### src/u2_pkg.sv
/* Shared definitions for the control-plane core: bus types, Wishbone
   address map, settings register addresses and interrupt positions */

package u2_pkg;

   // Vector widths
   typedef logic [15:0] wb_adr_t;
   typedef logic [31:0] wb_dat_t;
   typedef logic [7:0]  set_addr_t;

   localparam int NUM_IRQ     = 8;
   localparam int TIMER_WIDTH = 32;

   typedef logic [NUM_IRQ-1:0] irq_vec_t;

   // Wishbone request and response, master view
   typedef struct packed {
      wb_adr_t adr;
      wb_dat_t dat;
      logic    we;
      logic    stb;
   } wb_req_t;

   typedef struct packed {
      wb_dat_t dat;
      logic    ack;
      logic    err;
   } wb_rsp_t;

   // One settings bus write
   typedef struct packed {
      logic      stb;
      set_addr_t addr;
      wb_dat_t   data;
   } set_bus_t;

   // Region decode on address bits 15:14
   typedef enum logic [1:0] {
      SETTINGS = 2'd0,
      READBACK = 2'd1,
      PIC      = 2'd2,
      NONE     = 2'd3
   } wb_slave_e;

   localparam wb_adr_t SETTINGS_BASE = 16'h0000;
   localparam wb_adr_t READBACK_BASE = 16'h4000;
   localparam wb_adr_t PIC_BASE      = 16'h8000;
   localparam wb_adr_t UNMAPPED_BASE = 16'hC000;

   // Settings register addresses
   localparam set_addr_t SR_CLOCK_CTRL = 8'd0;
   localparam set_addr_t SR_LED_SW     = 8'd3;
   localparam set_addr_t SR_PHY        = 8'd4;
   localparam set_addr_t SR_LED_SRC    = 8'd8;
   localparam set_addr_t SR_SIMTIMER   = 8'd198;

   localparam logic [7:0] LED_SRC_RESET = 8'h1E;
   localparam wb_dat_t    COMPAT_NUM    = 32'd3;

   // Interrupt line positions
   localparam int IRQ_ONETIME  = 0;
   localparam int IRQ_PERIODIC = 1;

endpackage

### src/wb_intercon.sv
/* Single-master Wishbone decoder, routes each access to one of three
   slaves by address bits 15:14 and answers unmapped space with err */

module wb_intercon (
   input  logic            wb_clk,
   input  logic            wb_rst,
   input  u2_pkg::wb_req_t m_req_i,
   output u2_pkg::wb_rsp_t m_rsp_o,
   output u2_pkg::wb_req_t set_req_o,
   output u2_pkg::wb_req_t rb_req_o,
   output u2_pkg::wb_req_t pic_req_o,
   input  u2_pkg::wb_rsp_t set_rsp_i,
   input  u2_pkg::wb_rsp_t rb_rsp_i,
   input  u2_pkg::wb_rsp_t pic_rsp_i
);

   u2_pkg::wb_slave_e region;
   logic              err_q;

   assign region = u2_pkg::wb_slave_e'(m_req_i.adr[15:14]);

   // Address, data and we go to all slaves, only the strobe is steered
   always_comb begin
      set_req_o     = m_req_i;
      rb_req_o      = m_req_i;
      pic_req_o     = m_req_i;
      set_req_o.stb = m_req_i.stb && (region == u2_pkg::SETTINGS);
      rb_req_o.stb  = m_req_i.stb && (region == u2_pkg::READBACK);
      pic_req_o.stb = m_req_i.stb && (region == u2_pkg::PIC);
   end

   // Error responder for the unmapped region
   always_ff @(posedge wb_clk) begin
      if (wb_rst) begin
         err_q <= 1'b0;
      end else begin
         err_q <= m_req_i.stb && (region == u2_pkg::NONE) && !err_q;
      end
   end

   // Read data only counts while its slave acks
   assign m_rsp_o.dat = ({32{set_rsp_i.ack}} & set_rsp_i.dat) |
                        ({32{rb_rsp_i.ack}}  & rb_rsp_i.dat)  |
                        ({32{pic_rsp_i.ack}} & pic_rsp_i.dat);
   assign m_rsp_o.ack = set_rsp_i.ack | rb_rsp_i.ack | pic_rsp_i.ack;
   assign m_rsp_o.err = err_q | set_rsp_i.err | rb_rsp_i.err | pic_rsp_i.err;

   a_one_response: assert property (@(posedge wb_clk) disable iff (wb_rst)
      $onehot0({set_rsp_i.ack, rb_rsp_i.ack, pic_rsp_i.ack, err_q}));

endmodule

### src/settings_bus.sv
/* Settings bus master, turns each Wishbone write into a one-cycle
   strobe with the register address and data */

module settings_bus (
   input  logic             wb_clk,
   input  logic             wb_rst,
   input  u2_pkg::wb_req_t  req_i,
   output u2_pkg::wb_rsp_t  rsp_o,
   output u2_pkg::set_bus_t set_o
);

   logic ack_q;

   always_ff @(posedge wb_clk) begin
      if (wb_rst) begin
         ack_q     <= 1'b0;
         set_o.stb <= 1'b0;
      end else begin
         ack_q     <= req_i.stb && !ack_q;
         // Strobe lines up with the ack
         set_o.stb <= req_i.stb && req_i.we && !ack_q;
      end
   end

   // Word address, byte offset dropped
   always_ff @(posedge wb_clk) begin
      set_o.addr <= req_i.adr[9:2];
      set_o.data <= req_i.dat;
   end

   assign rsp_o.dat = '0;
   assign rsp_o.ack = ack_q;
   assign rsp_o.err = 1'b0;

endmodule

### src/board_ctrl_regs.sv
/* Board control settings, clock control lines, PHY reset and the
   LED registers with the hardware/software LED mix */

module board_ctrl_regs (
   input  logic             wb_clk,
   input  logic             wb_rst,
   input  u2_pkg::set_bus_t set_i,
   input  logic [7:0]       led_hw_i,
   output logic [7:0]       leds_o,
   output logic [4:0]       clk_ctrl_o,
   output logic             phy_reset_o
);

   logic [7:0] led_sw;
   logic [7:0] led_src;

   always_ff @(posedge wb_clk) begin
      if (wb_rst) begin
         clk_ctrl_o  <= '0;
         led_sw      <= '0;
         led_src     <= u2_pkg::LED_SRC_RESET;
         phy_reset_o <= 1'b0;
      end else if (set_i.stb) begin
         if (set_i.addr == u2_pkg::SR_CLOCK_CTRL) begin
            clk_ctrl_o <= set_i.data[4:0];
         end
         if (set_i.addr == u2_pkg::SR_LED_SW) begin
            led_sw <= set_i.data[7:0];
         end
         if (set_i.addr == u2_pkg::SR_PHY) begin
            phy_reset_o <= set_i.data[0];
         end
         if (set_i.addr == u2_pkg::SR_LED_SRC) begin
            led_src <= set_i.data[7:0];
         end
      end
   end

   //////////////////////////////////////////////////////////////////////
   // LED mix
   // Source bit 1 selects the hardware LED, 0 the software value

   assign leds_o = (led_src & led_hw_i) | (~led_src & led_sw);

endmodule

### src/simple_timer.sv
/* Settings-loaded timer with a one-shot and a periodic interrupt pulse */

module simple_timer #(
   parameter u2_pkg::set_addr_t TIMER_BASE = 8'd198,
   parameter int                TIMER_W    = 32
) (
   input  logic             wb_clk,
   input  logic             wb_rst,
   input  u2_pkg::set_bus_t set_i,
   output logic             onetime_int_o,
   output logic             periodic_int_o
);

   logic [TIMER_W-1:0] onetime_cnt;
   logic [TIMER_W-1:0] period;
   logic [TIMER_W-1:0] period_cnt;
   logic               wr_onetime;
   logic               wr_period;

   assign wr_onetime = set_i.stb && (set_i.addr == TIMER_BASE);
   assign wr_period  = set_i.stb && (set_i.addr == u2_pkg::set_addr_t'(TIMER_BASE + 1));

   // One-shot, a load of 0 cancels a pending shot
   always_ff @(posedge wb_clk) begin
      if (wb_rst) begin
         onetime_cnt   <= '0;
         onetime_int_o <= 1'b0;
      end else if (wr_onetime) begin
         onetime_cnt   <= set_i.data[TIMER_W-1:0];
         onetime_int_o <= 1'b0;
      end else begin
         onetime_int_o <= (onetime_cnt == 1);
         if (onetime_cnt != 0) begin
            onetime_cnt <= onetime_cnt - 1'b1;
         end
      end
   end

   // Periodic, restarts from the full period on every fire
   always_ff @(posedge wb_clk) begin
      if (wb_rst) begin
         period         <= '0;
         period_cnt     <= '0;
         periodic_int_o <= 1'b0;
      end else if (wr_period) begin
         period         <= set_i.data[TIMER_W-1:0];
         period_cnt     <= set_i.data[TIMER_W-1:0];
         periodic_int_o <= 1'b0;
      end else if (period_cnt == 1) begin
         period_cnt <= period;
         // a period of 1 fires every other cycle
         periodic_int_o <= !periodic_int_o;
      end else begin
         periodic_int_o <= 1'b0;
         if (period_cnt != 0) begin
            period_cnt <= period_cnt - 1'b1;
         end
      end
   end

   a_single_pulse: assert property (@(posedge wb_clk) disable iff (wb_rst)
      (onetime_int_o |=> !onetime_int_o) and (periodic_int_o |=> !periodic_int_o));

endmodule

### src/pic.sv
/* Edge-triggered interrupt controller with enable mask, pending
   register and a lowest-index priority encoder on Wishbone */

module pic #(
   parameter int N_IRQ = 8
) (
   input  logic             wb_clk,
   input  logic             wb_rst,
   input  u2_pkg::wb_req_t  req_i,
   output u2_pkg::wb_rsp_t  rsp_o,
   input  u2_pkg::irq_vec_t irq_i,
   output logic             int_o
);

   logic [N_IRQ-1:0] irq_d;
   logic [N_IRQ-1:0] edges;
   logic [N_IRQ-1:0] mask;
   logic [N_IRQ-1:0] pending;
   logic [N_IRQ-1:0] active;
   logic [N_IRQ-1:0] clr;
   logic [1:0]       word;
   logic             ack_q;
   logic             wr;
   u2_pkg::wb_dat_t  prio;
   u2_pkg::wb_dat_t  rd_data;
   u2_pkg::wb_dat_t  dat_q;

   assign edges  = irq_i[N_IRQ-1:0] & ~irq_d;
   assign active = pending & mask;
   assign int_o  = |active;
   assign word   = req_i.adr[3:2];
   assign wr     = req_i.stb && req_i.we && !ack_q;
   assign clr    = (wr && word == 2'd1) ? req_i.dat[N_IRQ-1:0] : '0;

   //////////////////////////////////////////////////////////////////////
   // Edge capture, a new edge beats a clear in the same cycle

   always_ff @(posedge wb_clk) begin
      if (wb_rst) begin
         irq_d   <= '0;
         pending <= '0;
         mask    <= '0;
         ack_q   <= 1'b0;
      end else begin
         irq_d   <= irq_i[N_IRQ-1:0];
         pending <= (pending & ~clr) | edges;
         ack_q   <= req_i.stb && !ack_q;
         if (wr && word == 2'd0) begin
            mask <= req_i.dat[N_IRQ-1:0];
         end
      end
   end

   // Lowest active line wins, bit 31 flags none
   always_comb begin
      prio = 32'h8000_0000;
      for (int i = N_IRQ - 1; i >= 0; i--) begin
         if (active[i]) begin
            prio = u2_pkg::wb_dat_t'(i);
         end
      end
   end

   always_comb begin
      case (word)
         2'd0:    rd_data = u2_pkg::wb_dat_t'(mask);
         2'd1:    rd_data = u2_pkg::wb_dat_t'(pending);
         2'd2:    rd_data = prio;
         default: rd_data = '0;
      endcase
   end

   always_ff @(posedge wb_clk) begin
      dat_q <= rd_data;
   end

   assign rsp_o.dat = dat_q;
   assign rsp_o.ack = ack_q;
   assign rsp_o.err = 1'b0;

endmodule

### src/status_readback.sv
/* Read-only status window, compatibility number, free-running cycle
   counter and the raw interrupt lines */

module status_readback (
   input  logic             wb_clk,
   input  logic             wb_rst,
   input  u2_pkg::wb_req_t  req_i,
   output u2_pkg::wb_rsp_t  rsp_o,
   input  u2_pkg::irq_vec_t irq_i
);

   u2_pkg::wb_dat_t cycle_count;
   u2_pkg::wb_dat_t dat_q;
   logic            ack_q;

   always_ff @(posedge wb_clk) begin
      if (wb_rst) begin
         cycle_count <= '0;
         ack_q       <= 1'b0;
      end else begin
         cycle_count <= cycle_count + 1'b1;
         // Writes get the same ack and change nothing
         ack_q       <= req_i.stb && !ack_q;
      end
   end

   always_ff @(posedge wb_clk) begin
      case (req_i.adr[5:2])
         4'd0:    dat_q <= u2_pkg::COMPAT_NUM;
         4'd1:    dat_q <= cycle_count;
         4'd2:    dat_q <= u2_pkg::wb_dat_t'(irq_i);
         default: dat_q <= '0;
      endcase
   end

   assign rsp_o.dat = dat_q;
   assign rsp_o.ack = ack_q;
   assign rsp_o.err = 1'b0;

endmodule

### src/u2_ctrl_core.sv
/* Control-plane core, Wishbone interconnect with the settings bus,
   board control, timer, interrupt controller and status window */

module u2_ctrl_core (
   input  logic            wb_clk,
   input  logic            wb_rst,
   input  u2_pkg::wb_req_t wb_req_i,
   output u2_pkg::wb_rsp_t wb_rsp_o,
   input  logic [5:0]      ext_irq_i,
   input  logic [7:0]      led_hw_i,
   output logic [7:0]      leds_o,
   output logic [4:0]      clk_ctrl_o,
   output logic            phy_resetn_o,
   output logic            int_o
);

   u2_pkg::wb_req_t  set_req, rb_req, pic_req;
   u2_pkg::wb_rsp_t  set_rsp, rb_rsp, pic_rsp;
   u2_pkg::set_bus_t set_bus;
   u2_pkg::irq_vec_t irq_vec;
   logic             phy_reset;
   logic             onetime_int;
   logic             periodic_int;

   //////////////////////////////////////////////////////////////////////
   // Wishbone fabric

   wb_intercon intercon0 (
      .wb_clk(wb_clk), .wb_rst(wb_rst),
      .m_req_i(wb_req_i), .m_rsp_o(wb_rsp_o),
      .set_req_o(set_req), .rb_req_o(rb_req), .pic_req_o(pic_req),
      .set_rsp_i(set_rsp), .rb_rsp_i(rb_rsp), .pic_rsp_i(pic_rsp)
   );

   settings_bus settings0 (
      .wb_clk(wb_clk), .wb_rst(wb_rst),
      .req_i(set_req), .rsp_o(set_rsp), .set_o(set_bus)
   );

   //////////////////////////////////////////////////////////////////////
   // Settings consumers

   board_ctrl_regs board0 (
      .wb_clk(wb_clk), .wb_rst(wb_rst), .set_i(set_bus),
      .led_hw_i(led_hw_i), .leds_o(leds_o),
      .clk_ctrl_o(clk_ctrl_o), .phy_reset_o(phy_reset)
   );

   // PHY reset pin is active low
   assign phy_resetn_o = ~phy_reset;

   simple_timer #(
      .TIMER_BASE(u2_pkg::SR_SIMTIMER),
      .TIMER_W(u2_pkg::TIMER_WIDTH)
   ) timer0 (
      .wb_clk(wb_clk), .wb_rst(wb_rst), .set_i(set_bus),
      .onetime_int_o(onetime_int), .periodic_int_o(periodic_int)
   );

   //////////////////////////////////////////////////////////////////////
   // Interrupts and status

   always_comb begin
      irq_vec                       = {ext_irq_i, 2'b00};
      irq_vec[u2_pkg::IRQ_ONETIME]  = onetime_int;
      irq_vec[u2_pkg::IRQ_PERIODIC] = periodic_int;
   end

   pic #(
      .N_IRQ(u2_pkg::NUM_IRQ)
   ) pic0 (
      .wb_clk(wb_clk), .wb_rst(wb_rst),
      .req_i(pic_req), .rsp_o(pic_rsp), .irq_i(irq_vec), .int_o(int_o)
   );

   status_readback readback0 (
      .wb_clk(wb_clk), .wb_rst(wb_rst),
      .req_i(rb_req), .rsp_o(rb_rsp), .irq_i(irq_vec)
   );

endmodule

### config.mk
export PLATFORM = sky130hd
export DESIGN_NAME = u2_ctrl_core
export DESIGN_NICKNAME = d
export VERILOG_FILES = /design/src/u2_pkg.sv /design/src/wb_intercon.sv /design/src/settings_bus.sv /design/src/board_ctrl_regs.sv /design/src/simple_timer.sv /design/src/pic.sv /design/src/status_readback.sv /design/src/u2_ctrl_core.sv
export SDC_FILE = /design/constraint.sdc
export NUM_CORES = 1
export LEC_CHECK = 0
export BUFFER_PORTS_ARGS = -buffer_cell sky130_fd_sc_hd__buf_2
export CAP_MARGIN = 20
export CORE_MARGIN = 3
export CORE_UTILIZATION = 35
export DETAILED_ROUTE_END_ITERATION = 8
export GPL_TIMING_DRIVEN = 0
export SLEW_MARGIN = 0
export SYNTH_ARGS = -nofsm -noshare
export SYNTH_HDL_FRONTEND = slang
export SYNTH_SLANG_ARGS = --single-unit
### constraint.sdc
create_clock -name wb_clk -period 3.05 [get_ports wb_clk]
set_input_delay 0.1525 -clock wb_clk [delete_from_list [all_inputs] [get_ports wb_clk]]
set_output_delay 0.1525 -clock wb_clk [all_outputs]
set_load 0.05 [all_outputs]
After elaboration in Yosys (flattened, before gate mapping)
Cells that the tools add are included.
Operators by class
  $add $sub $neg: 3
  multipliers: 0
  shifts and indexed selects: 0
  reduce and logical (&&, ||, !) cells: 36
  divide/modulo/power cells: 0
  mux-type cells: 16
  magnitude comparators: 0
  bitwise gates (word level): 17
  equality and inequality tests: 14
Operator list (count)
  2-to-1 mux 32 bit: 13
  one-hot mux 32 bit (3 select lines): 2
  bitwise AND 32 bit: 2
  == test 32 x 1 -> 1 bit (second input constant): 2
  nonzero test 32 bit: 2
  subtractor 32 x 1 -> 32 bit (second input constant): 2
  bitwise AND 8 bit: 5
  adder 32 x 1 -> 32 bit (second input constant): 1
  OR 32 bit: 1
  NOT 8 bit: 3
  == test 8 bit (second input constant): 2
  logical AND 1 bit: 16
  OR 8 bit: 2
  == test 8 x 2 -> 1 bit (second input constant): 1
  == test 8 x 3 -> 1 bit (second input constant): 1
  == test 8 x 4 -> 1 bit (second input constant): 1
  logical NOT 8 bit: 1
  2-to-1 mux 8 bit: 1
  AND reduction 2 bit: 4
  OR reduction 8 bit: 1
  == test 2 bit (second input constant): 3
  logical NOT 1 bit: 5
  == test 2 x 1 -> 1 bit (second input constant): 2
  == test 4 x 1 -> 1 bit (second input constant): 1
  other kinds (9): 12
Storage, ports and cells
  output and inout bits: 49
  latch bits: 0
  ROM bits: 0
  memory bits (writable): 0
  word-level logic and storage cells: 108
  memories: 0
  register bits after elaboration: 285
  bits of input ports: 66

Depth between registers and ports, before layout
Gate-level depths: netlist of the first run.
  depth after elaboration: 10
  mapped depth: 9
  depth with buffers taken out: 8

Cells and area by module
A second synthesis of the first run with hierarchy kept.
Unflattened totals
  cells, all modules: 1448
  area total of the unflattened synthesis: 12839.8 µm²
By module, submodules not included
  simple_timer: seq. area each 1961.9 µm², area an instance 4994.8 µm², times used 1, cells an instance 624
  status_readback: seq. area each 1301.2 µm², area an instance 2466.1 µm², times used 1, cells an instance 255
  wb_intercon: seq. area each 20.0 µm², area an instance 1689.1 µm², times used 1, cells an instance 230
  pic: seq. area each 680.7 µm², area an instance 1490.2 µm², times used 1, cells an instance 155
  settings_bus: seq. area each 840.8 µm², area an instance 1119.8 µm², times used 1, cells an instance 79
  board_ctrl_regs: seq. area each 440.4 µm², area an instance 1076.0 µm², times used 1, cells an instance 104
  u2_ctrl_core: seq. area each 0.0 µm², area an instance 3.8 µm², times used 1, cells an instance 1

Worst setup path after synthesis of the first run
OpenSTA, ideal clock, no wires.
  kind: reg-to-reg
  start point: register timer0.onetime_cnt[24]
  end point: register timer0.onetime_cnt[21]
  setup slack: 0.745 ns
  arrival time: 2.220 ns
  cell stages (with the launch flop): 8
  buffers on the path: 1
  required time: 2.964 ns
  library setup time: 0.086 ns
  period minus slack after synthesis: 2.305 ns
  cells stage by stage: dfxtp_1 > or4_4 > or4_4 > nor4_4 > buf_6 > nor3_1 > xnor2_1 > a211oi_1
Between the ends
  word-level cells in the longest chain between the ends: 2
RTL lines
  from (decl): RTL line simple_timer.sv:14  | logic [TIMER_W-1:0] onetime_cnt;
  from (signal assigned): RTL line simple_timer.sv:29  | onetime_cnt <= set_i.data[TIMER_W-1:0];
  from (signal assigned): RTL line simple_timer.sv:34  | onetime_cnt <= onetime_cnt - 1'b1;
  nonzero test 32 bit: RTL line simple_timer.sv:33  | if (onetime_cnt != 0) begin
  nonzero test 2 bit (no source line)
No other way between the ends.
A chain may end at the register's enable or synchronous reset.

Final worst setup path of the first run
  start point: register timer0.period_cnt[4]
  end point: register timer0.period_cnt[20]
Between the ends
  word-level cells in the longest chain between the ends: 4
  elaborated cells between the ends (all ways): 7
  those cells by class: add/sub: 1; eq/ne: 1; mux: 3; reduce/logical: 2
RTL lines
  from (decl): RTL line simple_timer.sv:16  | logic [TIMER_W-1:0] period_cnt;
  from (signal assigned): RTL line simple_timer.sv:47  | period_cnt <= set_i.data[TIMER_W-1:0];
  from (signal assigned): RTL line simple_timer.sv:50  | period_cnt <= period;
  from (signal assigned): RTL line simple_timer.sv:56  | period_cnt <= period_cnt - 1'b1;
  subtractor 32 x 1 -> 32 bit: RTL line simple_timer.sv:56
  2-to-1 mux 32 bit: RTL line simple_timer.sv:55  | if (period_cnt != 0) begin
  2-to-1 mux 32 bit: RTL line simple_timer.sv:49  | end else if (period_cnt == 1) begin
  2-to-1 mux 32 bit: RTL line simple_timer.sv:45  | end else if (wr_period) begin
Parallel ways exist; a longest one is shown, timed or not. The select of a mux whose other input is x is not followed.

==> flow_results.xml, run 1 <==
<?xml version="1.0" encoding="UTF-8"?>
<metrics>
  <group name="synth">
    <metric name="synth.cell_area" unit="um2">10700</metric>
    <metric name="proportion_of_synthesized_chip_area_in_sequential_cells" unit="%">49.0</metric>
    <metric name="mappedNetlistNets" unit="">1278</metric>
    <metric name="netlist.top_cell.by_area" unit="">sky130_fd_sc_hd__dfxtp_1</metric>
    <metric name="synth_top_area_share" unit="%">49.0</metric>
    <metric name="synth_area_leaders" unit="">sky130_fd_sc_hd__dfxtp_1, sky130_fd_sc_hd__nand2_1, sky130_fd_sc_hd__nor2_1, sky130_fd_sc_hd__a21oi_1, sky130_fd_sc_hd__xor2_1</metric>
    <metric name="unique_cell_type_count_in_the_yosys_netlist" unit="">63</metric>
    <metric name="avgSynthCellArea" unit="um2">8.88</metric>
    <metric name="synth-edff-count" unit="">0</metric>
    <metric name="post_synth_inst_count" unit="">1205</metric>
    <metric name="proportion_of_synthesized_flip_flops_having_asynchronous_set_or_reset" unit="%">0</metric>
    <metric name="yosys_register_bits" unit="">262</metric>
    <metric name="synth-warning-count" unit="">0</metric>
    <metric name="ys.flop_type" unit="">sky130_fd_sc_hd__dfxtp_1</metric>
  </group>
  <group name="floorplanning">
    <metric name="floorplan.io_pins" unit="">115</metric>
    <metric name="placementRows" unit="">63</metric>
    <metric name="coreArea" unit="um2">29900</metric>
    <metric name="die_outline_area" unit="um2">32700</metric>
    <metric name="initial_core_util" unit="%">35.8</metric>
    <metric name="die-height" unit="um">181</metric>
    <metric name="die-width" unit="um">181</metric>
  </group>
  <group name="grt">
    <metric name="global_route_wire_length_before_repair" unit="mm">49.4</metric>
    <metric name="grt_antenna_before_repair" unit="">0</metric>
    <metric name="groute.usage.overall" unit="%">18.5</metric>
    <metric name="grt_max_degree" unit="">17</metric>
    <metric name="number_of_global_route_vias_before_repair" unit="">9173</metric>
    <metric name="globalRoute.totalOverflow" unit="">0</metric>
  </group>
  <group name="cells_and_area">
    <metric name="top_library_cells_by_usage_in_the_layout_fill_and_taps_aside" unit="">sky130_fd_sc_hd__dfxtp_1, sky130_fd_sc_hd__nand2_1, sky130_fd_sc_hd__nor2_1, sky130_fd_sc_hd__buf_2, sky130_fd_sc_hd__a21oi_1</metric>
    <metric name="layout.cells.most_common" unit="">sky130_fd_sc_hd__dfxtp_1</metric>
    <metric name="nNetsFinal" unit="">1468</metric>
    <metric name="postLayoutCoreUtil" unit="%">44.6</metric>
    <metric name="drive_gt1_share" unit="%">13.7</metric>
    <metric name="design_area" unit="um2">13300</metric>
    <metric name="insertedDiodeCount" unit="">0</metric>
    <metric name="area_delta_synth_final" unit="%">24.6</metric>
    <metric name="final_cells" unit="">1806</metric>
  </group>
  <group name="setup_path">
    <metric name="worstRegToRegCells" unit="">9</metric>
    <metric name="critical_path_required" unit="ps">3440</metric>
    <metric name="endpoint_kind" unit="">register</metric>
    <metric name="timing.reg2reg.setup_slack" unit="ps">240</metric>
    <metric name="timing.rr.start" unit="">timer0.period_cnt[4]</metric>
    <metric name="timing.rr.end" unit="">timer0.period_cnt[20]</metric>
    <metric name="criticalPathCategory" unit="">reg2reg</metric>
    <metric name="setup.worst_path.start_class" unit="">register</metric>
    <metric name="crit_fanout" unit="">10</metric>
    <metric name="critPathArrivalTime" unit="ps">3190</metric>
  </group>
  <group name="timing">
    <metric name="worst_pin_slew" unit="ps">1110</metric>
    <metric name="final_worst_setup_slack" unit="ps">244</metric>
    <metric name="grt_setup_unrepaired" unit="">false</metric>
    <metric name="tns" unit="ps">0</metric>
    <metric name="setup_viol" unit="">0</metric>
    <metric name="final-hold-violation-count" unit="">0</metric>
    <metric name="maxClockFrequency" unit="MHz">356</metric>
    <metric name="min_period_over_period" unit="%">92.0</metric>
    <metric name="timing.final.max_slew_violations" unit="">0</metric>
    <metric name="slew_headroom" unit="%">25.3</metric>
    <metric name="final.min_clock_period" unit="ps">2810</metric>
    <metric name="clock_skew" unit="ps">47.9</metric>
  </group>
  <group name="detailed_routing">
    <metric name="wirelength" unit="mm">31.0</metric>
    <metric name="wl_per_cell" unit="um">17.1</metric>
    <metric name="detailedRoute.firstIterationViolations" unit="">750</metric>
    <metric name="dr.pass1.iters" unit="">5</metric>
    <metric name="route.detailed.drc" unit="">0</metric>
    <metric name="post_drt_via_cell_ratio" unit="">5.14</metric>
    <metric name="via_count" unit="">9283</metric>
    <metric name="ant_nets" unit="">0</metric>
  </group>
  <group name="clock_tree">
    <metric name="cts-buffers-inserted" unit="">28</metric>
    <metric name="htree_num_levels" unit="">1</metric>
    <metric name="clock_tree.buffer_depth" unit="">3</metric>
    <metric name="tritoncts" unit="">yes</metric>
    <metric name="root_buffer" unit="">sky130_fd_sc_hd__clkbuf_16</metric>
    <metric name="tritoncts_num_sinks" unit="">262</metric>
    <metric name="cts.clk_slew.worst_paths" unit="ps">60</metric>
    <metric name="post-cts-setup-buffers" unit="">0</metric>
    <metric name="clkLatencyLatePin" unit="ps">580</metric>
  </group>
  <group name="worst_hold_path">
    <metric name="hold_path.startpoint" unit="">wb_rst</metric>
    <metric name="hold_path_depth" unit="">3</metric>
    <metric name="hold_path.class" unit="">in2reg</metric>
    <metric name="worst_hold_path.endpoint" unit="">timer0.onetime_int_o</metric>
  </group>
  <group name="power">
    <metric name="clockPowerShare" unit="%">31.6</metric>
    <metric name="powerDensity" unit="nW/um2">920</metric>
    <metric name="p_int" unit="mW">8.00</metric>
    <metric name="seq_pwr_share" unit="%">35.6</metric>
    <metric name="power.static_leakage" unit="nW">5.40</metric>
    <metric name="power.switching_fraction" unit="%">34.8</metric>
    <metric name="netSwitchingPower" unit="mW">4.27</metric>
    <metric name="combinational_cell_fraction_of_total_power" unit="%">32.8</metric>
    <metric name="vdd.ir_drop.worst" unit="V">0.000529</metric>
  </group>
  <group name="place">
    <metric name="gp_congestion" unit="">0.865</metric>
    <metric name="place.port_buffers" unit="">107</metric>
    <metric name="place_worst_setup_slack" unit="ps">231</metric>
    <metric name="placed_area" unit="um2">11700</metric>
    <metric name="dp_hpwl" unit="mm">22.2</metric>
    <metric name="placedCellCount" unit="">1702</metric>
  </group>
  <group name="job">
    <metric name="cap_viol_max_count" unit="">0</metric>
  </group>
  <group name="run_status">
    <metric name="status" unit="">completed</metric>
  </group>
</metrics>
==> Yosys cell counts, drive strengths merged (4+ instances only) <==
library cell,instances
nand3,43
nand2,146
or2,6
a211oi,18
mux2,8
a22oi,6
xnor2,26
o211ai,11
a211o,6
and3,7
a22o,16
o21ai,22
or4,10
mux2i,32
ha,7
nor3,39
nor4,34
nor3b,6
a31oi,12
and2,47
nor2b,22
o22ai,7
or3,16
buf,13
and4,5
a21oi,81
nor2,139
clkbuf,48
inv,16
nand2b,8
dfxtp,262
nand4b,4
xor2,41
nand4,16
==> how the worst max path moves through the flow <==
| stage | slack [ps] | to | startpoint | cells after the start |
|---|---|---|---|---|
| global placement | 270 | timer0.period_cnt[20] | timer0.period_cnt[10] | 9 |
| floorplan | 740 | timer0.onetime_cnt[21] | timer0.onetime_cnt[24] | 7 |
| global route | 20 | timer0.onetime_cnt[29] | timer0.onetime_cnt[0] | 6 |
| CTS | 180 | timer0.period_cnt[20] | timer0.period_cnt[10] | 9 |
| finish | 240 | timer0.period_cnt[20] | timer0.period_cnt[4] | 9 |
| detailed placement | 230 | timer0.period_cnt[20] | timer0.period_cnt[10] | 9 |
==> registers in the layout, indices dropped and copies added, names as in the netlist, 9 cells and up <==
register / flops
timer0.period_cnt: 32
readback0.dat_q: 32
timer0.onetime_cnt: 32
readback0.cycle_count: 32
settings0.set_o: 41
timer0.period: 32
pic0.dat_q: 9
==> cell families after synthesis <==
family          count (synthesis)  synth area share (%)
simple gates                  556                  26.2
flops                         262                  49.0
compound gates                196                  11.7
buf+inv                        77                  3.02
xor+xnor                       67                  5.48
mux                            40                  3.83
fa+ha+maj                       7                 0.818
==> routing by layer <==
layer  up-vias  share of wire [%]  global-route usage [%]
li1       4588                  -                       -
met1      4394                 47                    25.8
met2       252                 45                    30.0
met3        49                5.6                    3.02
met4         0                2.5                    4.64
met5         -                  0                       0
==> cell type report <==
cell class | count | area, um2
clock inverters | 16 | 313
well taps | 390 | 488
fillers | 2896 | 16500
multi-input cells | 866 | 5150
inverters | 16 | 60.1
repair buffers | 160 | 1060
plain buffers | 61 | 263
flip-flops and latches | 262 | 5250
clock buffers | 35 | 757
==> stage by stage <==
step / total power [mW] / hold slack (ps)
after floorplan: 7.36 / 180
after global placement: 8.24 / 254
after detailed placement: 8.29 / 256
after CTS: 12.2 / 160
after global routing: 13.0 / 182
final: 12.3 / 168
==> power by group through the flow <==
stage	Combinational [mW]	Sequential, mW	Clock (mW)
floorplan	3.09	4.28	0
global placement	3.84	4.40	0
detailed placement	3.88	4.41	0
CTS	3.96	4.34	3.94
global route	4.50	4.43	4.08
finish	4.03	4.37	3.88
==> critical path: stages, from the launching register on <==
cell and delay, ps:
sky130_fd_sc_hd__dfxtp_1 370, sky130_fd_sc_hd__nor4_4 490, sky130_fd_sc_hd__nor4b_2 450, sky130_fd_sc_hd__and3_1 220, sky130_fd_sc_hd__clkbuf_1 250, sky130_fd_sc_hd__nand3_1 180
sky130_fd_sc_hd__nand2b_1 120, sky130_fd_sc_hd__buf_2 220, sky130_fd_sc_hd__buf_4 240, sky130_fd_sc_hd__a211oi_1 70
==> timing repair <==
item / 4_1_cts / 5_1_grt
endpoints found under the setup margin: 0 / 15
hold endpoints to repair: 75 / 0
resized for setup: 0 / 3
hold buffers: 52 / 0
No activity file was read; power rests on OpenSTA's default activity.
==> run 2, diff against run 1 <==
--- a/config.mk
+++ b/config.mk
@@ -14,4 +14,6 @@
 export SLEW_MARGIN = 0
 export SYNTH_ARGS = -nofsm -noshare
 export SYNTH_HDL_FRONTEND = slang
+export SYNTH_HIERARCHICAL = 1
 export SYNTH_SLANG_ARGS = --single-unit
+export TNS_END_PERCENT = 30
==> run 2 against run 1 <==
Compared with the run above: critical path depth down 1; power fell by 11%; final area rose by 11%; sequential share of layout area is 3.8 points lower; cell count is 13% higher; synthesized area grew 14%; flip-flop and latch count unchanged; global-route usage fell by 0.67 points; combinational power shrank 18%; clock-buffer cell count is the same; worst hold slack got worse by 38 ps; critical endpoint is now timer0/period_cnt[23].
==> flow_results.xml, run 2 <==
<?xml version="1.0" encoding="UTF-8"?>
<metrics>
  <group name="run_status">
    <metric name="status" unit="">completed</metric>
  </group>
  <group name="job">
    <metric name="cap_viol_max_count" unit="">0</metric>
  </group>
  <group name="synth">
    <metric name="synth.cell_area" unit="um2">12200</metric>
    <metric name="post_synth_inst_count" unit="">1357</metric>
    <metric name="avgSynthCellArea" unit="um2">8.96</metric>
    <metric name="synth-warning-count" unit="">6</metric>
  </group>
  <group name="setup_path">
    <metric name="crit_fanout" unit="">10</metric>
    <metric name="critPathArrivalTime" unit="ps">3360</metric>
    <metric name="endpoint_kind" unit="">register</metric>
    <metric name="criticalPathCategory" unit="">reg2reg</metric>
    <metric name="setup.worst_path.start_class" unit="">register</metric>
    <metric name="timing.reg2reg.setup_slack" unit="ps">180</metric>
    <metric name="critical_path_required" unit="ps">3530</metric>
  </group>
  <group name="clock_tree">
    <metric name="tritoncts_num_sinks" unit="">262</metric>
    <metric name="cts-buffers-inserted" unit="">29</metric>
    <metric name="clock_tree.buffer_depth" unit="">3</metric>
    <metric name="root_buffer" unit="">sky130_fd_sc_hd__clkbuf_16</metric>
    <metric name="tritoncts" unit="">yes</metric>
    <metric name="clkLatencyLatePin" unit="ps">560</metric>
    <metric name="cts.clk_slew.worst_paths" unit="ps">60</metric>
    <metric name="htree_num_levels" unit="">1</metric>
  </group>
  <group name="detailed_routing">
    <metric name="dr.pass1.iters" unit="">8</metric>
    <metric name="wl_per_cell" unit="um">16.3</metric>
    <metric name="via_count" unit="">10200</metric>
    <metric name="route.top_layer_used" unit="">met4</metric>
    <metric name="ant_nets" unit="">0</metric>
    <metric name="post_drt_via_cell_ratio" unit="">5.00</metric>
    <metric name="detailedRoute.firstIterationViolations" unit="">862</metric>
    <metric name="wl_met1" unit="mm">15.6</metric>
    <metric name="route.met3.wl" unit="mm">1.96</metric>
    <metric name="wirelength" unit="mm">33.2</metric>
    <metric name="wl_met2" unit="mm">15.0</metric>
    <metric name="route.detailed.drc" unit="">0</metric>
  </group>
  <group name="cells_and_area">
    <metric name="max_flop_register" unit="">settings0/set_o</metric>
    <metric name="postLayoutCoreUtil" unit="%">43.6</metric>
    <metric name="drive_gt1_share" unit="%">18.0</metric>
    <metric name="nNetsFinal" unit="">1637</metric>
    <metric name="fillCellCount" unit="">3402</metric>
    <metric name="top_library_cells_by_usage_in_the_layout_fill_and_taps_aside" unit="">sky130_fd_sc_hd__dfxtp_1, sky130_fd_sc_hd__nand2_1, sky130_fd_sc_hd__buf_4, sky130_fd_sc_hd__nor2_1, sky130_fd_sc_hd__a21oi_1</metric>
    <metric name="number_of_flip_flops_in_the_largest_register" unit="">41</metric>
    <metric name="layout.cells.most_common" unit="">sky130_fd_sc_hd__dfxtp_1</metric>
    <metric name="area_delta_synth_final" unit="%">21.4</metric>
  </group>
  <group name="place">
    <metric name="gp_congestion" unit="">0.859</metric>
    <metric name="place.port_buffers" unit="">67</metric>
    <metric name="dp_hpwl" unit="mm">24.2</metric>
  </group>
  <group name="timing">
    <metric name="timing.final.max_slew_violations" unit="">0</metric>
    <metric name="setup_viol" unit="">0</metric>
    <metric name="slew_headroom" unit="%">33.5</metric>
    <metric name="worst_pin_slew" unit="ps">989</metric>
    <metric name="clock_skew" unit="ps">11.4</metric>
    <metric name="maxClockFrequency" unit="MHz">348</metric>
    <metric name="final.min_clock_period" unit="ps">2870</metric>
    <metric name="final-hold-violation-count" unit="">0</metric>
    <metric name="grt_setup_unrepaired" unit="">false</metric>
    <metric name="tns" unit="ps">0</metric>
    <metric name="min_period_over_period" unit="%">94.1</metric>
  </group>
  <group name="floorplanning">
    <metric name="floorplan.io_pins" unit="">115</metric>
    <metric name="die-width" unit="um">192</metric>
    <metric name="die_outline_area" unit="um2">37000</metric>
    <metric name="initial_core_util" unit="%">35.9</metric>
    <metric name="die-height" unit="um">192</metric>
    <metric name="coreArea" unit="um2">33900</metric>
    <metric name="placementRows" unit="">67</metric>
  </group>
  <group name="power">
    <metric name="powerDensity" unit="nW/um2">740</metric>
    <metric name="power.static_leakage" unit="nW">6.29</metric>
    <metric name="vdd.ir_drop.worst" unit="V">0.000413</metric>
  </group>
  <group name="grt">
    <metric name="globalRoute.totalOverflow" unit="">0</metric>
    <metric name="grt_antenna_before_repair" unit="">4</metric>
    <metric name="number_of_global_route_vias_before_repair" unit="">9685</metric>
    <metric name="grt_max_degree" unit="">23</metric>
    <metric name="global_route_wire_length_before_repair" unit="mm">53.0</metric>
    <metric name="groute.usage.overall" unit="%">17.8</metric>
  </group>
  <group name="worst_hold_path">
    <metric name="hold_path.class" unit="">in2reg</metric>
  </group>
</metrics>
## run 2: stage by stage
| stage | worst slack, ps | power (mW) | instances | hold WS (ps) | instance area [um2] |
|---|---|---|---|---|---|
| after global routing | 35.1 | 11.6 | 2038 | 158 | 14800 |
| final | 179 | 10.9 | 2039 | 131 | 14800 |
| after global placement | 108 | 7.38 | 1927 | 258 | 13300 |
| after CTS | 34.6 | 11.0 | 2035 | 117 | 14700 |
| after floorplan | 512 | 6.74 | 1412 | 228 | 12400 |
| after detailed placement | 19.0 | 7.42 | 1928 | 258 | 13300 |
## run 2: path summary, 6_finish.rpt
kind / from / to / depth (start not counted)
worst max-delay path: timer0/period_cnt[12] / timer0/period_cnt[23] / 8
worst min-delay path: wb_rst / pic0/irq_d[6] / 2
worst min register to register: readback0/ack_q / readback0/ack_q / 1
worst max register to register: timer0/period_cnt[12] / timer0/period_cnt[23] / 8
## run 2: final cells by class
cell class	count	area [um2]	area share, %
Antenna cell	4	10.0	0.0678
Buffer	188	1250	8.48
Clock buffer	35	748	5.07
Clock inverter	19	190	1.29
Inverter	57	214	1.45
Multi-Input combinational cell	905	5670	38.4
Sequential cell	262	5250	35.5
Tap cell	448	561	3.80
Timing Repair Buffer	121	871	5.90
## run 2: metal layers
layer | vias to the layer above | track usage [%]
li1 | 5084 | -
met1 | 4808 | 25.1
met2 | 263 | 28.5
met3 | 47 | 3.00
met4 | 0 | 4.31
met5 | - | 0
## run 2: what timing repair did
| action | in CTS | in global routing |
|---|---|---|
| hold buffers | 53 | 0 |
| endpoints found under the setup margin | 0 | 26 |
| gates resized for setup | 0 | 2 |
| endpoints found under the hold margin | 75 | 0 |
| buffers inserted | 0 | 0 |
## run 2: where the power goes
group          switching, mW  leakage, nW  internal, mW  total, mW
registers              0.388         2.14          3.79       4.18
clock network           1.48        0.450          1.95       3.44
logic                   1.83         3.70          1.47       3.30
total                   3.70         6.29          7.21       10.9
## run 2: critical path, cell delays in order, from the launching register on
cell	delay, ps
sky130_fd_sc_hd__dfxtp_1	360
sky130_fd_sc_hd__nor4_1	870
sky130_fd_sc_hd__and4_1	320
sky130_fd_sc_hd__clkbuf_1	290
sky130_fd_sc_hd__nand3_1	160
sky130_fd_sc_hd__clkbuf_1	300
sky130_fd_sc_hd__o311ai_0	190
sky130_fd_sc_hd__o211ai_1	150
sky130_fd_sc_hd__a21oi_1	170
==> run 3, diff against run 2 <==
--- a/config.mk
+++ b/config.mk
@@ -11,6 +11,7 @@
 export CORE_UTILIZATION = 35
 export DETAILED_ROUTE_END_ITERATION = 8
 export GPL_TIMING_DRIVEN = 0
+export SETUP_SLACK_MARGIN = 0.15
 export SLEW_MARGIN = 0
 export SYNTH_ARGS = -nofsm -noshare
 export SYNTH_HDL_FRONTEND = slang
==> constraint.sdc (replaced) <==
create_clock -name wb_clk -period 3 [get_ports wb_clk]
set_input_delay 0.15 -clock wb_clk [delete_from_list [all_inputs] [get_ports wb_clk]]
set_output_delay 0.15 -clock wb_clk [all_outputs]
set_load 0.05 [all_outputs]
==> run 3 against run 2 <==
Compared with the run above: worst hold slack about the same; flip-flop and latch count did not move; power grew 2.0%.
==> flow_results.xml, run 3 (synthesis gave the netlist of run 2 again) <==
<?xml version="1.0" encoding="UTF-8"?>
<metrics>
  <group name="detailed_routing">
    <metric name="detailedRoute.firstIterationViolations" unit="">753</metric>
    <metric name="ant_nets" unit="">0</metric>
    <metric name="post_drt_via_cell_ratio" unit="">4.99</metric>
    <metric name="dr.pass1.iters" unit="">6</metric>
    <metric name="route.detailed.drc" unit="">0</metric>
    <metric name="via_count" unit="">10200</metric>
    <metric name="wl_per_cell" unit="um">16.3</metric>
    <metric name="wirelength" unit="mm">33.2</metric>
  </group>
  <group name="run_status">
    <metric name="status" unit="">completed</metric>
  </group>
  <group name="timing">
    <metric name="setup_viol" unit="">0</metric>
    <metric name="final.min_clock_period" unit="ps">2770</metric>
    <metric name="maxClockFrequency" unit="MHz">361</metric>
    <metric name="grt_setup_unrepaired" unit="">true</metric>
    <metric name="worst_pin_slew" unit="ps">749</metric>
    <metric name="min_period_over_period" unit="%">92.3</metric>
    <metric name="clock_skew" unit="ps">10.3</metric>
    <metric name="slew_headroom" unit="%">49.9</metric>
    <metric name="timing.final.max_slew_violations" unit="">0</metric>
    <metric name="final-hold-violation-count" unit="">0</metric>
  </group>
  <group name="job">
    <metric name="cap_viol_max_count" unit="">0</metric>
  </group>
  <group name="floorplanning">
    <metric name="floorplan.io_pins" unit="">115</metric>
    <metric name="initial_core_util" unit="%">35.9</metric>
    <metric name="die-width" unit="um">192</metric>
    <metric name="die_outline_area" unit="um2">37000</metric>
    <metric name="die-height" unit="um">192</metric>
    <metric name="placementRows" unit="">67</metric>
    <metric name="coreArea" unit="um2">33900</metric>
  </group>
  <group name="power">
    <metric name="total_power" unit="mW">11.1</metric>
    <metric name="powerDensity" unit="nW/um2">752</metric>
    <metric name="vdd.ir_drop.worst" unit="V">0.000421</metric>
    <metric name="power.static_leakage" unit="nW">6.30</metric>
  </group>
  <group name="place">
    <metric name="dp_hpwl" unit="mm">24.2</metric>
    <metric name="place.port_buffers" unit="">67</metric>
    <metric name="placedCellCount" unit="">1928</metric>
    <metric name="gp_congestion" unit="">0.859</metric>
  </group>
  <group name="worst_hold_path">
    <metric name="hold_path.class" unit="">in2reg</metric>
  </group>
  <group name="cells_and_area">
    <metric name="fillCellCount" unit="">3405</metric>
    <metric name="final_cells" unit="">2039</metric>
    <metric name="top_library_cells_by_usage_in_the_layout_fill_and_taps_aside" unit="">sky130_fd_sc_hd__dfxtp_1, sky130_fd_sc_hd__nand2_1, sky130_fd_sc_hd__buf_4, sky130_fd_sc_hd__nor2_1, sky130_fd_sc_hd__a21oi_1</metric>
    <metric name="number_of_flip_flops_in_the_largest_register" unit="">41</metric>
    <metric name="max_flop_register" unit="">settings0/set_o</metric>
    <metric name="area_delta_synth_final" unit="%">21.7</metric>
    <metric name="drive_gt1_share" unit="%">18.3</metric>
    <metric name="nNetsFinal" unit="">1637</metric>
    <metric name="layout.cells.most_common" unit="">sky130_fd_sc_hd__dfxtp_1</metric>
  </group>
  <group name="clock_tree">
    <metric name="clock_tree.buffer_depth" unit="">3</metric>
    <metric name="clkLatencyLatePin" unit="ps">560</metric>
    <metric name="tritoncts" unit="">yes</metric>
    <metric name="tritoncts_num_sinks" unit="">262</metric>
    <metric name="cts-buffers-inserted" unit="">29</metric>
    <metric name="cts.clk_slew.worst_paths" unit="ps">60</metric>
    <metric name="root_buffer" unit="">sky130_fd_sc_hd__clkbuf_16</metric>
    <metric name="htree_num_levels" unit="">1</metric>
  </group>
  <group name="setup_path">
    <metric name="timing.critical_path.slowest_cell_delay" unit="ps">580</metric>
    <metric name="critical_path_required" unit="ps">3410</metric>
    <metric name="cp_top_family" unit="">simple AND/OR/NAND/NOR gates</metric>
    <metric name="cp.buffers_inverters" unit="">2</metric>
    <metric name="crit_fanout" unit="">10</metric>
    <metric name="endpoint_kind" unit="">register</metric>
    <metric name="critPathMostFrequentCell" unit="">sky130_fd_sc_hd__or4_4</metric>
    <metric name="critPathArrivalTime" unit="ps">3180</metric>
    <metric name="criticalPathCategory" unit="">reg2reg</metric>
    <metric name="setup.worst_path.start_class" unit="">register</metric>
    <metric name="critical-path-slowest-cell" unit="">sky130_fd_sc_hd__or4_4</metric>
    <metric name="cp_cell_sequence" unit="">or4_4 &gt; or4_4 &gt; or4_1 &gt; buf_2 &gt; o21ai_4 &gt; buf_6 &gt; a211oi_1</metric>
  </group>
  <group name="grt">
    <metric name="grt_max_degree" unit="">23</metric>
    <metric name="grt_antenna_before_repair" unit="">4</metric>
    <metric name="groute.usage.overall" unit="%">17.8</metric>
    <metric name="globalRoute.totalOverflow" unit="">0</metric>
    <metric name="global_route_wire_length_before_repair" unit="mm">53.1</metric>
    <metric name="number_of_global_route_vias_before_repair" unit="">9679</metric>
  </group>
</metrics>
[run 3: changes by cell type in the layout (fill, tap and decap cells not counted)]
cell	change
sky130_fd_sc_hd__nor4_1	-5
sky130_fd_sc_hd__nor4_2	+5
sky130_fd_sc_hd__buf_2	-1
sky130_fd_sc_hd__clkbuf_1	-1
sky130_fd_sc_hd__clkbuf_2	+1
sky130_fd_sc_hd__clkbuf_4	+1
sky130_fd_sc_hd__nor3_2	-1
sky130_fd_sc_hd__nor3_4	+1
[run 3: cell type report]
cell class | count | area [um2] | share of cell area, %
Multi-Input combinational cell | 905 | 5700 | 38.5
Tap cell | 448 | 561 | 3.79
Clock buffer | 35 | 748 | 5.06
Clock inverter | 19 | 190 | 1.29
Timing Repair Buffer | 121 | 871 | 5.88
Inverter | 57 | 214 | 1.45
Buffer | 188 | 1250 | 8.48
Antenna cell | 4 | 10.0 | 0.0676
Sequential cell | 262 | 5250 | 35.4
[run 3: what timing repair did]
| action | in CTS | in global routing |
|---|---|---|
| cloned | 0 | 0 |
| gates resized for setup | 2 | 9 |
| pin swaps | 0 | 2 |
| setup buffers | 0 | 0 |
| hold buffers | 53 | 0 |
| endpoints found under the setup margin | 25 | 37 |
| endpoints found under the hold margin | 75 | 0 |
[run 3: final timing paths]
path,start,endpoint,slack (ps),depth (start not counted)
worst max-delay path,timer0/onetime_cnt[24],timer0/onetime_cnt[29],230,7
worst min-delay path,wb_rst,pic0/irq_d[6],130,2
worst max register to register,timer0/onetime_cnt[24],timer0/onetime_cnt[29],230,7
worst min register to register,readback0/ack_q,readback0/ack_q,420,1
[run 3: per-layer routing]
layer	wire, um	GRT usage (%)	vias to the layer above
met5	0	0	-
met4	685	4.31	0
met3	1990	3.00	46
met2	15100	28.5	250
met1	15400	25.1	4804
li1	-	-	5081
[run 3: power by group]
group	internal (mW)	switching (mW)	total, mW
registers	3.85	0.407	4.26
clock network	1.98	1.51	3.49
logic	1.52	1.86	3.38
[run 3: stage by stage]
stage               setup slack, ps  hold WS [ps]  setup TNS (ps)  cell area (um2)  utilization, %
floorplan                       462           226               0            12400               -
global placement               57.8           255               0            13300            39.1
detailed placement            -31.0           255           -31.0            13300            39.2
CTS                             187           114               0            14700            43.5
global route                    124           155               0            14800            43.7
finish                          231           131               0            14800            43.7
